## config.mk

```make
export PLATFORM = sky130hd
export DESIGN_NAME = rv_slice_top
export DESIGN_NICKNAME = d
export VERILOG_FILES = /design/src/hw/rv_pkg.sv /design/src/hw/rv_slice_top.sv /design/src/hw/ex_stage.sv /design/src/hw/id_ex_reg.sv /design/src/hw/decode_stage.sv /design/src/hw/alu.sv
export VERILOG_INCLUDE_DIRS = /design/src /design/src/hw
export SDC_FILE = /design/constraint.sdc
export NUM_CORES = 2
export LEC_CHECK = 0
export BUFFER_PORTS_ARGS = -buffer_cell sky130_fd_sc_hd__buf_2
export CAP_MARGIN = 20
export CORE_MARGIN = 2
export CORE_UTILIZATION = 60
export CTS_CLUSTER_SIZE = 40
export DETAILED_ROUTE_END_ITERATION = 7
export HOLD_SLACK_MARGIN = 0.02
export PLACE_DENSITY = 0.88
export SLEW_MARGIN = 10
export SYNTH_ARGS = -nofsm -noshare
export SYNTH_HDL_FRONTEND = slang
export SYNTH_SLANG_ARGS = --single-unit
```

## constraint.sdc

```tcl
create_clock -name clk_i -period 16.75 [get_ports clk_i]
set_clock_uncertainty 0.05 [all_clocks]
set_input_delay 3.35 -clock clk_i [delete_from_list [all_inputs] [get_ports clk_i]]
set_output_delay 3.35 -clock clk_i [all_outputs]
set_load 0.02 [all_outputs]
```

## src/hw/rv_settings.svh

```systemverilog
// rv32i slice settings

`ifndef RV_SETTINGS_SVH
`define RV_SETTINGS_SVH

// data word width
`define RV_XLEN 32

// register index width
`define RV_REG_AW 5

// number of integer registers
`define RV_REG_COUNT 32

// pc value after reset
`define RV_RESET_PC 32'h0000_0000

`endif
```

## src/hw/rv_pkg.sv

```systemverilog
// rv32i slice types

`include "rv_settings.svh"

package rv_pkg;

    typedef logic [`RV_XLEN-1:0]   word_t;
    typedef logic [`RV_REG_AW-1:0] reg_addr_t;
    typedef logic [3:0]            byte_en_t;
    typedef logic [3:0]            alu_ctrl_t;
    typedef logic [1:0]            alu_op_t;

    // alu operations
    localparam alu_ctrl_t ALU_ADD    = 4'd0;
    localparam alu_ctrl_t ALU_SUB    = 4'd1;
    localparam alu_ctrl_t ALU_SLL    = 4'd2;
    localparam alu_ctrl_t ALU_SLT    = 4'd3;
    localparam alu_ctrl_t ALU_SLTU   = 4'd4;
    localparam alu_ctrl_t ALU_XOR    = 4'd5;
    localparam alu_ctrl_t ALU_SRL    = 4'd6;
    localparam alu_ctrl_t ALU_SRA    = 4'd7;
    localparam alu_ctrl_t ALU_OR     = 4'd8;
    localparam alu_ctrl_t ALU_AND    = 4'd9;
    localparam alu_ctrl_t ALU_PASS_B = 4'd10;

    // decoder operation classes
    localparam alu_op_t ALU_OP_ADD  = 2'd0;
    localparam alu_op_t ALU_OP_REG  = 2'd1;
    localparam alu_op_t ALU_OP_IMM  = 2'd2;
    localparam alu_op_t ALU_OP_PASS = 2'd3;

    typedef struct packed {
        logic      valid;
        word_t     pc;
        word_t     pc_plus;
        word_t     rs1_data;
        word_t     rs2_data;
        word_t     imm;
        reg_addr_t rs1_addr;
        reg_addr_t rs2_addr;
        reg_addr_t rd_addr;
        logic [2:0] funct3;
        logic      alt_bit;
        alu_op_t   alu_op;
        logic      src1_pc;
        logic      src2_imm;
        logic      fwd_en;
        logic      store;
        logic      wb_en;
        logic      wb_link;
    } id_ex_t;

    typedef struct packed {
        logic      valid;
        reg_addr_t rd_addr;
        logic      wb_en;
        word_t     wb_data;
        logic      store;
        byte_en_t  mem_we;
        word_t     mem_addr;
        word_t     mem_wdata;
    } ex_wb_t;

endpackage

```

## src/hw/rv_slice_top.sv

```systemverilog
// rv32i datapath slice top

`timescale 1ns/10ps

module rv_slice_top (
    input  logic                clk_i,
    input  logic                rst_n_i,
    input  rv_pkg::word_t       instr_i,
    input  logic                instr_valid_i,
    output logic                retire_valid_o,
    output logic                retire_wen_o,
    output rv_pkg::reg_addr_t   retire_rd_o,
    output rv_pkg::word_t       retire_data_o,
    output rv_pkg::byte_en_t    store_we_o,
    output rv_pkg::word_t       store_addr_o,
    output rv_pkg::word_t       store_data_o
);
    rv_pkg::id_ex_t id_ex_d;
    rv_pkg::id_ex_t id_ex_q;
    rv_pkg::ex_wb_t ex_wb_q;

    decode_stage u_decode (
        .clk_i         (clk_i),
        .rst_n_i       (rst_n_i),
        .instr_i       (instr_i),
        .instr_valid_i (instr_valid_i),
        .wb_i          (ex_wb_q),
        .id_ex_o       (id_ex_d)
    );

    id_ex_reg u_id_ex (
        .clk_i   (clk_i),
        .rst_n_i (rst_n_i),
        .id_ex_i (id_ex_d),
        .id_ex_o (id_ex_q)
    );

    ex_stage u_ex (
        .clk_i   (clk_i),
        .rst_n_i (rst_n_i),
        .id_ex_i (id_ex_q),
        .ex_wb_o (ex_wb_q)
    );

    // retire port
    assign retire_valid_o = ex_wb_q.valid;
    assign retire_wen_o   = ex_wb_q.wb_en;
    assign retire_rd_o    = ex_wb_q.rd_addr;
    assign retire_data_o  = ex_wb_q.wb_data;
    assign store_we_o     = ex_wb_q.mem_we;
    assign store_addr_o   = ex_wb_q.mem_addr;
    assign store_data_o   = ex_wb_q.mem_wdata;

endmodule

```

## src/hw/ex_stage.sv

```systemverilog
// execute stage and ex/wb register

`timescale 1ns/10ps

module ex_stage (
    input  logic           clk_i,
    input  logic           rst_n_i,
    input  rv_pkg::id_ex_t id_ex_i,
    output rv_pkg::ex_wb_t ex_wb_o
);
    rv_pkg::ex_wb_t    ex_wb_d;
    rv_pkg::ex_wb_t    ex_wb_q;
    logic              fwd1;
    logic              fwd2;
    rv_pkg::word_t     rs1_val;
    rv_pkg::word_t     rs2_val;
    rv_pkg::word_t     op_a;
    rv_pkg::word_t     op_b;
    rv_pkg::word_t     alu_res;
    rv_pkg::alu_ctrl_t ctrl;
    rv_pkg::byte_en_t  we;
    rv_pkg::word_t     wdata;
    logic [1:0]        offset;

    // forward from the instruction one ahead
    assign fwd1 = id_ex_i.fwd_en && ex_wb_q.valid && ex_wb_q.wb_en
               && (ex_wb_q.rd_addr == id_ex_i.rs1_addr) && (id_ex_i.rs1_addr != '0);
    assign fwd2 = id_ex_i.fwd_en && ex_wb_q.valid && ex_wb_q.wb_en
               && (ex_wb_q.rd_addr == id_ex_i.rs2_addr) && (id_ex_i.rs2_addr != '0);

    assign rs1_val = fwd1 ? ex_wb_q.wb_data : id_ex_i.rs1_data;
    assign rs2_val = fwd2 ? ex_wb_q.wb_data : id_ex_i.rs2_data;
    assign op_a    = id_ex_i.src1_pc ? id_ex_i.pc : rs1_val;
    assign op_b    = id_ex_i.src2_imm ? id_ex_i.imm : rs2_val;

    always_comb begin
        case (id_ex_i.alu_op)
            rv_pkg::ALU_OP_ADD:  ctrl = rv_pkg::ALU_ADD;
            rv_pkg::ALU_OP_PASS: ctrl = rv_pkg::ALU_PASS_B;
            default: begin
                case (id_ex_i.funct3)
                    3'b000: ctrl = (id_ex_i.alu_op == rv_pkg::ALU_OP_REG && id_ex_i.alt_bit)
                                   ? rv_pkg::ALU_SUB : rv_pkg::ALU_ADD;
                    3'b001: ctrl = rv_pkg::ALU_SLL;
                    3'b010: ctrl = rv_pkg::ALU_SLT;
                    3'b011: ctrl = rv_pkg::ALU_SLTU;
                    3'b100: ctrl = rv_pkg::ALU_XOR;
                    3'b101: ctrl = id_ex_i.alt_bit ? rv_pkg::ALU_SRA : rv_pkg::ALU_SRL;
                    3'b110: ctrl = rv_pkg::ALU_OR;
                    default: ctrl = rv_pkg::ALU_AND;
                endcase
            end
        endcase
    end

    alu u_alu (
        .a_i      (op_a),
        .b_i      (op_b),
        .ctrl_i   (ctrl),
        .result_o (alu_res)
    );

    // store lane alignment
    assign offset = alu_res[1:0];

    always_comb begin
        case (id_ex_i.funct3[1:0])
            2'b00: begin
                we    = 4'b0001 << offset;
                wdata = {4{rs2_val[7:0]}};
            end
            2'b01: begin
                we    = offset[1] ? 4'b1100 : 4'b0011;
                wdata = {2{rs2_val[15:0]}};
            end
            default: begin
                we    = 4'b1111;
                wdata = rs2_val;
            end
        endcase
    end

    always_comb begin
        ex_wb_d           = '0;
        ex_wb_d.valid     = id_ex_i.valid;
        ex_wb_d.rd_addr   = id_ex_i.rd_addr;
        ex_wb_d.wb_en     = id_ex_i.valid && id_ex_i.wb_en;
        ex_wb_d.wb_data   = id_ex_i.wb_link ? id_ex_i.pc_plus : alu_res;
        ex_wb_d.store     = id_ex_i.valid && id_ex_i.store;
        ex_wb_d.mem_we    = (id_ex_i.valid && id_ex_i.store) ? we : 4'b0000;
        ex_wb_d.mem_addr  = alu_res;
        ex_wb_d.mem_wdata = wdata;
    end

    always_ff @(posedge clk_i) begin
        if (!rst_n_i) begin
            ex_wb_q.valid  <= 1'b0;
            ex_wb_q.wb_en  <= 1'b0;
            ex_wb_q.store  <= 1'b0;
            ex_wb_q.mem_we <= 4'b0000;
        end else begin
            ex_wb_q.valid  <= ex_wb_d.valid;
            ex_wb_q.wb_en  <= ex_wb_d.wb_en;
            ex_wb_q.store  <= ex_wb_d.store;
            ex_wb_q.mem_we <= ex_wb_d.mem_we;
        end
        ex_wb_q.rd_addr   <= ex_wb_d.rd_addr;
        ex_wb_q.wb_data   <= ex_wb_d.wb_data;
        ex_wb_q.mem_addr  <= ex_wb_d.mem_addr;
        ex_wb_q.mem_wdata <= ex_wb_d.mem_wdata;
    end

    assign ex_wb_o = ex_wb_q;

    // lanes only for a valid store that writes no register
    assert property (@(posedge clk_i) disable iff (!rst_n_i)
        (ex_wb_q.mem_we != '0) |-> (ex_wb_q.valid && ex_wb_q.store && !ex_wb_q.wb_en));

endmodule

```

## src/hw/id_ex_reg.sv

```systemverilog
// id/ex pipeline register

`timescale 1ns/10ps

module id_ex_reg (
    input  logic           clk_i,
    input  logic           rst_n_i,
    input  rv_pkg::id_ex_t id_ex_i,
    output rv_pkg::id_ex_t id_ex_o
);
    logic           valid_q;
    rv_pkg::id_ex_t payload_q;

    always_ff @(posedge clk_i) begin
        if (!rst_n_i) begin
            valid_q <= 1'b0;
        end else begin
            valid_q <= id_ex_i.valid;
        end
    end

    always_ff @(posedge clk_i) begin
        payload_q <= id_ex_i;
    end

    always_comb begin
        id_ex_o       = payload_q;
        id_ex_o.valid = valid_q;
    end

    // no live instruction right out of reset
    assert property (@(posedge clk_i)
        !rst_n_i |=> !id_ex_o.valid);

endmodule

```

## src/hw/decode_stage.sv

```systemverilog
// decode stage with register file

`timescale 1ns/10ps
`include "rv_settings.svh"

module decode_stage (
    input  logic           clk_i,
    input  logic           rst_n_i,
    input  rv_pkg::word_t  instr_i,
    input  logic           instr_valid_i,
    input  rv_pkg::ex_wb_t wb_i,
    output rv_pkg::id_ex_t id_ex_o
);
    localparam logic [6:0] OPC_OP     = 7'b0110011;
    localparam logic [6:0] OPC_OP_IMM = 7'b0010011;
    localparam logic [6:0] OPC_LUI    = 7'b0110111;
    localparam logic [6:0] OPC_AUIPC  = 7'b0010111;
    localparam logic [6:0] OPC_JAL    = 7'b1101111;
    localparam logic [6:0] OPC_JALR   = 7'b1100111;
    localparam logic [6:0] OPC_STORE  = 7'b0100011;

    rv_pkg::word_t     pc_q;
    rv_pkg::word_t     regs [`RV_REG_COUNT];
    rv_pkg::reg_addr_t rs1;
    rv_pkg::reg_addr_t rs2;
    rv_pkg::reg_addr_t rd;
    rv_pkg::word_t     imm_i;
    rv_pkg::word_t     imm_s;
    rv_pkg::word_t     imm_u;
    rv_pkg::word_t     imm_j;
    logic              rf_we;
    rv_pkg::id_ex_t    d;

    assign rs1 = instr_i[19:15];
    assign rs2 = instr_i[24:20];
    assign rd  = instr_i[11:7];

    assign imm_i = {{20{instr_i[31]}}, instr_i[31:20]};
    assign imm_s = {{20{instr_i[31]}}, instr_i[31:25], instr_i[11:7]};
    assign imm_u = {instr_i[31:12], 12'b0};
    assign imm_j = {{12{instr_i[31]}}, instr_i[19:12], instr_i[20], instr_i[30:21], 1'b0};

    // pc counts accepted instructions only
    always_ff @(posedge clk_i) begin
        if (!rst_n_i) begin
            pc_q <= `RV_RESET_PC;
        end else if (instr_valid_i) begin
            pc_q <= pc_q + rv_pkg::word_t'(4);
        end
    end

    assign rf_we = wb_i.valid && wb_i.wb_en && (wb_i.rd_addr != '0);

    always_ff @(posedge clk_i) begin
        if (rf_we) begin
            regs[wb_i.rd_addr] <= wb_i.wb_data;
        end
    end

    // x0 reads zero and a same-cycle write is bypassed
    function automatic rv_pkg::word_t rf_read(input rv_pkg::reg_addr_t addr);
        if (addr == '0) begin
            return '0;
        end else if (rf_we && (wb_i.rd_addr == addr)) begin
            return wb_i.wb_data;
        end
        return regs[addr];
    endfunction

    always_comb begin
        d          = '0;
        d.valid    = instr_valid_i;
        d.pc       = pc_q;
        d.pc_plus  = pc_q + rv_pkg::word_t'(4);
        d.rs1_addr = rs1;
        d.rs2_addr = rs2;
        d.rd_addr  = rd;
        d.rs1_data = rf_read(rs1);
        d.rs2_data = rf_read(rs2);
        d.funct3   = instr_i[14:12];
        d.alt_bit  = instr_i[30];
        case (instr_i[6:0])
            OPC_OP: begin
                d.alu_op = rv_pkg::ALU_OP_REG;
                d.fwd_en = 1'b1;
                d.wb_en  = 1'b1;
            end
            OPC_OP_IMM: begin
                d.alu_op   = rv_pkg::ALU_OP_IMM;
                d.imm      = imm_i;
                d.src2_imm = 1'b1;
                d.fwd_en   = 1'b1;
                d.wb_en    = 1'b1;
            end
            OPC_LUI: begin
                d.alu_op   = rv_pkg::ALU_OP_PASS;
                d.imm      = imm_u;
                d.src2_imm = 1'b1;
                d.wb_en    = 1'b1;
            end
            OPC_AUIPC: begin
                d.alu_op   = rv_pkg::ALU_OP_ADD;
                d.imm      = imm_u;
                d.src1_pc  = 1'b1;
                d.src2_imm = 1'b1;
                d.wb_en    = 1'b1;
            end
            OPC_JAL: begin
                d.alu_op   = rv_pkg::ALU_OP_ADD;
                d.imm      = imm_j;
                d.src1_pc  = 1'b1;
                d.src2_imm = 1'b1;
                d.wb_en    = 1'b1;
                d.wb_link  = 1'b1;
            end
            OPC_JALR: begin
                d.alu_op   = rv_pkg::ALU_OP_ADD;
                d.imm      = imm_i;
                d.src2_imm = 1'b1;
                d.fwd_en   = 1'b1;
                d.wb_en    = 1'b1;
                d.wb_link  = 1'b1;
            end
            OPC_STORE: begin
                d.alu_op   = rv_pkg::ALU_OP_ADD;
                d.imm      = imm_s;
                d.src2_imm = 1'b1;
                d.fwd_en   = 1'b1;
                // only sb, sh, sw
                d.store    = (instr_i[14:12] <= 3'd2);
            end
            default: begin
                // unsupported opcode retires as a no-op
                d.alu_op = rv_pkg::ALU_OP_ADD;
            end
        endcase
        if (rd == '0 || d.store) begin
            d.wb_en = 1'b0;
        end
    end

    assign id_ex_o = d;

    // execute must never hand back a write to x0
    assert property (@(posedge clk_i) disable iff (!rst_n_i)
        (wb_i.valid && wb_i.wb_en) |-> (wb_i.rd_addr != '0));

endmodule

```

## src/hw/alu.sv

```systemverilog
// rv32i alu

`timescale 1ns/10ps

module alu (
    input  rv_pkg::word_t     a_i,
    input  rv_pkg::word_t     b_i,
    input  rv_pkg::alu_ctrl_t ctrl_i,
    output rv_pkg::word_t     result_o
);
    logic [4:0] shamt;

    // only the low five bits shift
    assign shamt = b_i[4:0];

    always_comb begin
        case (ctrl_i)
            rv_pkg::ALU_ADD: begin
                result_o = a_i + b_i;
            end
            rv_pkg::ALU_SUB: begin
                result_o = a_i - b_i;
            end
            rv_pkg::ALU_SLL: begin
                result_o = a_i << shamt;
            end
            rv_pkg::ALU_SLT: begin
                result_o = ($signed(a_i) < $signed(b_i)) ? rv_pkg::word_t'(1) : '0;
            end
            rv_pkg::ALU_SLTU: begin
                result_o = (a_i < b_i) ? rv_pkg::word_t'(1) : '0;
            end
            rv_pkg::ALU_XOR: begin
                result_o = a_i ^ b_i;
            end
            rv_pkg::ALU_SRL: begin
                result_o = a_i >> shamt;
            end
            rv_pkg::ALU_SRA: begin
                result_o = rv_pkg::word_t'($signed(a_i) >>> shamt);
            end
            rv_pkg::ALU_OR: begin
                result_o = a_i | b_i;
            end
            rv_pkg::ALU_AND: begin
                result_o = a_i & b_i;
            end
            rv_pkg::ALU_PASS_B: begin
                // lui
                result_o = b_i;
            end
            default: begin
                result_o = '0;
            end
        endcase
    end

endmodule

```

==> flow_summary.yaml <==
cts:
  clock_sinks: 1345
  clock_path_buffers: 3
  h-tree-depth: 4
  cts_buffers: 135
  path_clk_slew_ns: 0.06
  cts_tree: "done"
  cts_setup_buffers: 0
  cts_root_buffer: "clkbuf_16"
  clk_latency_ns: 0.79
  cts_hold_buf: 0
  cts_resized: 0
timing:
  rsz0062_at_grt: "no"
  finalCriticalPeriod_ns: 7.687
  maxSlewHeadroom_pct: 13.44
  fin_crit_sh_pct: 45.90
  fmax_mhz: 130.1
  setup_viol: 0
  slew_violations: 0
  hold_violations: 0
  worst_pin_slew_ns: 1.285
  hold_ws_ns: 0.2801
  setup_tns_ns: 0
place:
  postPlaceCellArea_um2: 71020
  numPortBuffers: 141
  hpwl_mm: 160.3
  gp_congestion: 1.082
synthesis:
  synth_area_um2: 67990
  ys_warn_count: 0
  synth_top_area_share_pct: 45.23
  postSynthCellCount: 4959
  async_flop_share_pct: 0
  synthTopCellsByArea: "edfxtp_1, mux4_2, dfxtp_1"
  synth_enable_flop_cells: 1024
  synth_top_cell_by_area: "edfxtp_1"
  yosysSeqAreaShare_pct: 54.68
  ys_types: 99
  synth-seq-cells: 1345
  synth-main-ff-cell: "edfxtp_1"
  synth_area_per_cell_um2: 13.71
pwr:
  vdd_drop_max_mv: 0.1165
  intPower_mw: 6.549
  powerDensity_nw_per_um2: 129.4
  seqPwrFrac_pct: 42.7
  p_total_mw: 9.788
  pwr-share-comb_pct: 25.1
  p_clk_share_pct: 32.2
  switching_share_pct: 33.09
  p_leak_nw: 26.51
  switching_power_mw: 3.239
die:
  rows: 123
  initial_core_util_pct: 60.44
  io_pins: 142
  die_area_um2: 116000
  core_region_area_um2: 112500
  die_y_um: 340.6
  fp.dieW_um: 340.6
run_status:
  status: "finished with violations"
  violations: "design-rule violations"
job:
  max_cap_viol_count: 0
setup_path:
  cp_slowest_stage_delay_ns: 0.81
  end_kind: "flip-flop"
  cp.arrival_ns: 8.30
  critical_path_buf_inv_count: 4
  cp_slowest_cell: "mux2i_1"
  worstSetupStartpoint: "u_ex.ex_wb_o[104]"
  r2r-start: "u_ex.ex_wb_o[104]"
  critPathTopFamily: "multiplexers"
  criticalPathCategory: "reg -> reg"
  worstPathRequired_ns: 17.36
  path_max_fanout: 27
  startpoint_type: "flip-flop"
  cp_cell_sequence: "xnor2_1, nand4_2, nor3_2, buf_4, mux2i_1, inv_1, mux2i_1, inv_1, ha_1, nor3_1, buf_4, nand4_1, a211oi_1, nor2_1, nand3_1, o21ai_0, xor2_1, a221oi_1, o2111ai_1, mux2_2"
finish:
  layout.nets: 5225
  final_cell_mix: "edfxtp_1, mux4_2, mux2i_1, dfxtp_1, o21ai_0"
  final_area_um2: 75650
  final_common_cell: "edfxtp_1"
  drive_gt1_share_pct: 22.80
  syn_to_final_growth_pct: 11.27
grt:
  grt.overflow.total: 0
  grt_start_max_net_pins: 113
  antenna_found_initial: 17
  grt_pass1_wl_mm: 379.9
  first_global_vias: 52733
  gr-usage-all-layers_pct: 45.89
worst_hold_path:
  hold_start: "u_id_ex.id_ex_o[12]"
  worstHoldPathType: "reg -> reg"
route:
  routed_wl_mm: 269.7
  drt-wirelength-per-cell_um: 40.20
  postRouteAntennaNets: 0
  initialDrtViolationCount: 11281
  route.detailed.vias_per_inst: 8.025
  drt-pass1-iter-count: 8
  route.detailed.drc: 14
  vias: 53851
registers in the layout, indices dropped and copies added (netlist names):
signal and cells:
u_decode.regs 1024, u_id_ex.id_ex_o 183, u_ex.ex_wb_o 107, u_decode.pc_q 30, u_id_ex.valid_q 1
layout make-up:
type | count | area [um2]
Sequential cell | 1345 | 37180
Fill cell | 7245 | 36850
Multi-Input combinational cell | 3170 | 29420
Clock buffer | 192 | 3862
Timing Repair Buffer | 325 | 2176
Tap cell | 1500 | 1877
Clock inverter | 58 | 694.4
Inverter | 111 | 421.7
Antenna cell | 9 | 22.52
synthesized netlist by cell type (56+ instances only):
master / count
nand2_1: 234
o21ai_0: 279
inv_1: 97
mux4_2: 454
a221oi_1: 93
dfxtp_1: 321
edfxtp_1: 1024
a31oi_1: 56
clkbuf_1: 265
a22oi_1: 84
xnor2_1: 65
nor2_1: 308
ha_1: 100
a21oi_1: 199
mux2i_1: 358
mux2_2: 112
worst paths after layout:
kind / endpoint / slack, ns / cells after the start
setup / recovery: u_ex.ex_wb_o[86] / 9.06 / 20
hold / removal: u_ex.ex_wb_o[102] / 0.28 / 0
setup reg to reg: u_ex.ex_wb_o[86] / 9.06 / 20
hold reg to reg: u_ex.ex_wb_o[102] / 0.28 / 0
per-stage QoR:
stage	setup WS, ns	cells	util (%)
finish	9.063	6710	67.25
global route	9.096	6702	67.23
CTS	9.619	6696	67.18
detailed placement	8.863	6446	63.13
global placement	9.074	6445	63.12
floorplan	10.95	4990	-
power by group through the flow:
stage	logic (mW)	clock network (mW)	registers (mW)
finish	2.46	3.15	4.18
global route	2.49	3.26	4.18
CTS	2.32	3.13	4.17
detailed placement	2.28	0	4.23
global placement	2.26	0	4.23
floorplan	0.996	0	4.52
cells by family after synthesis:
family	Yosys count	share of synthesized area [%]
flip-flops	1345	54.68
other	1	0.005516
AO/OA/AOI/OAI	1120	10.95
AND/OR/NAND/NOR	893	6.182
multiplexers	927	22.24
adder cells (fa/ha/maj)	102	1.899
XOR/XNOR	96	1.275
buffers and inverters	475	2.771
per-layer routing:
metal  vias up  wire length (um)  track usage (%)
met4        20             24500            30.55
met3      1765             44120            17.93
met2      6131            114000            66.57
met5         -               283            1.021
li1      20036                 -                -
met1     25899             86800            57.21
(Power assumes the default switching activity.)
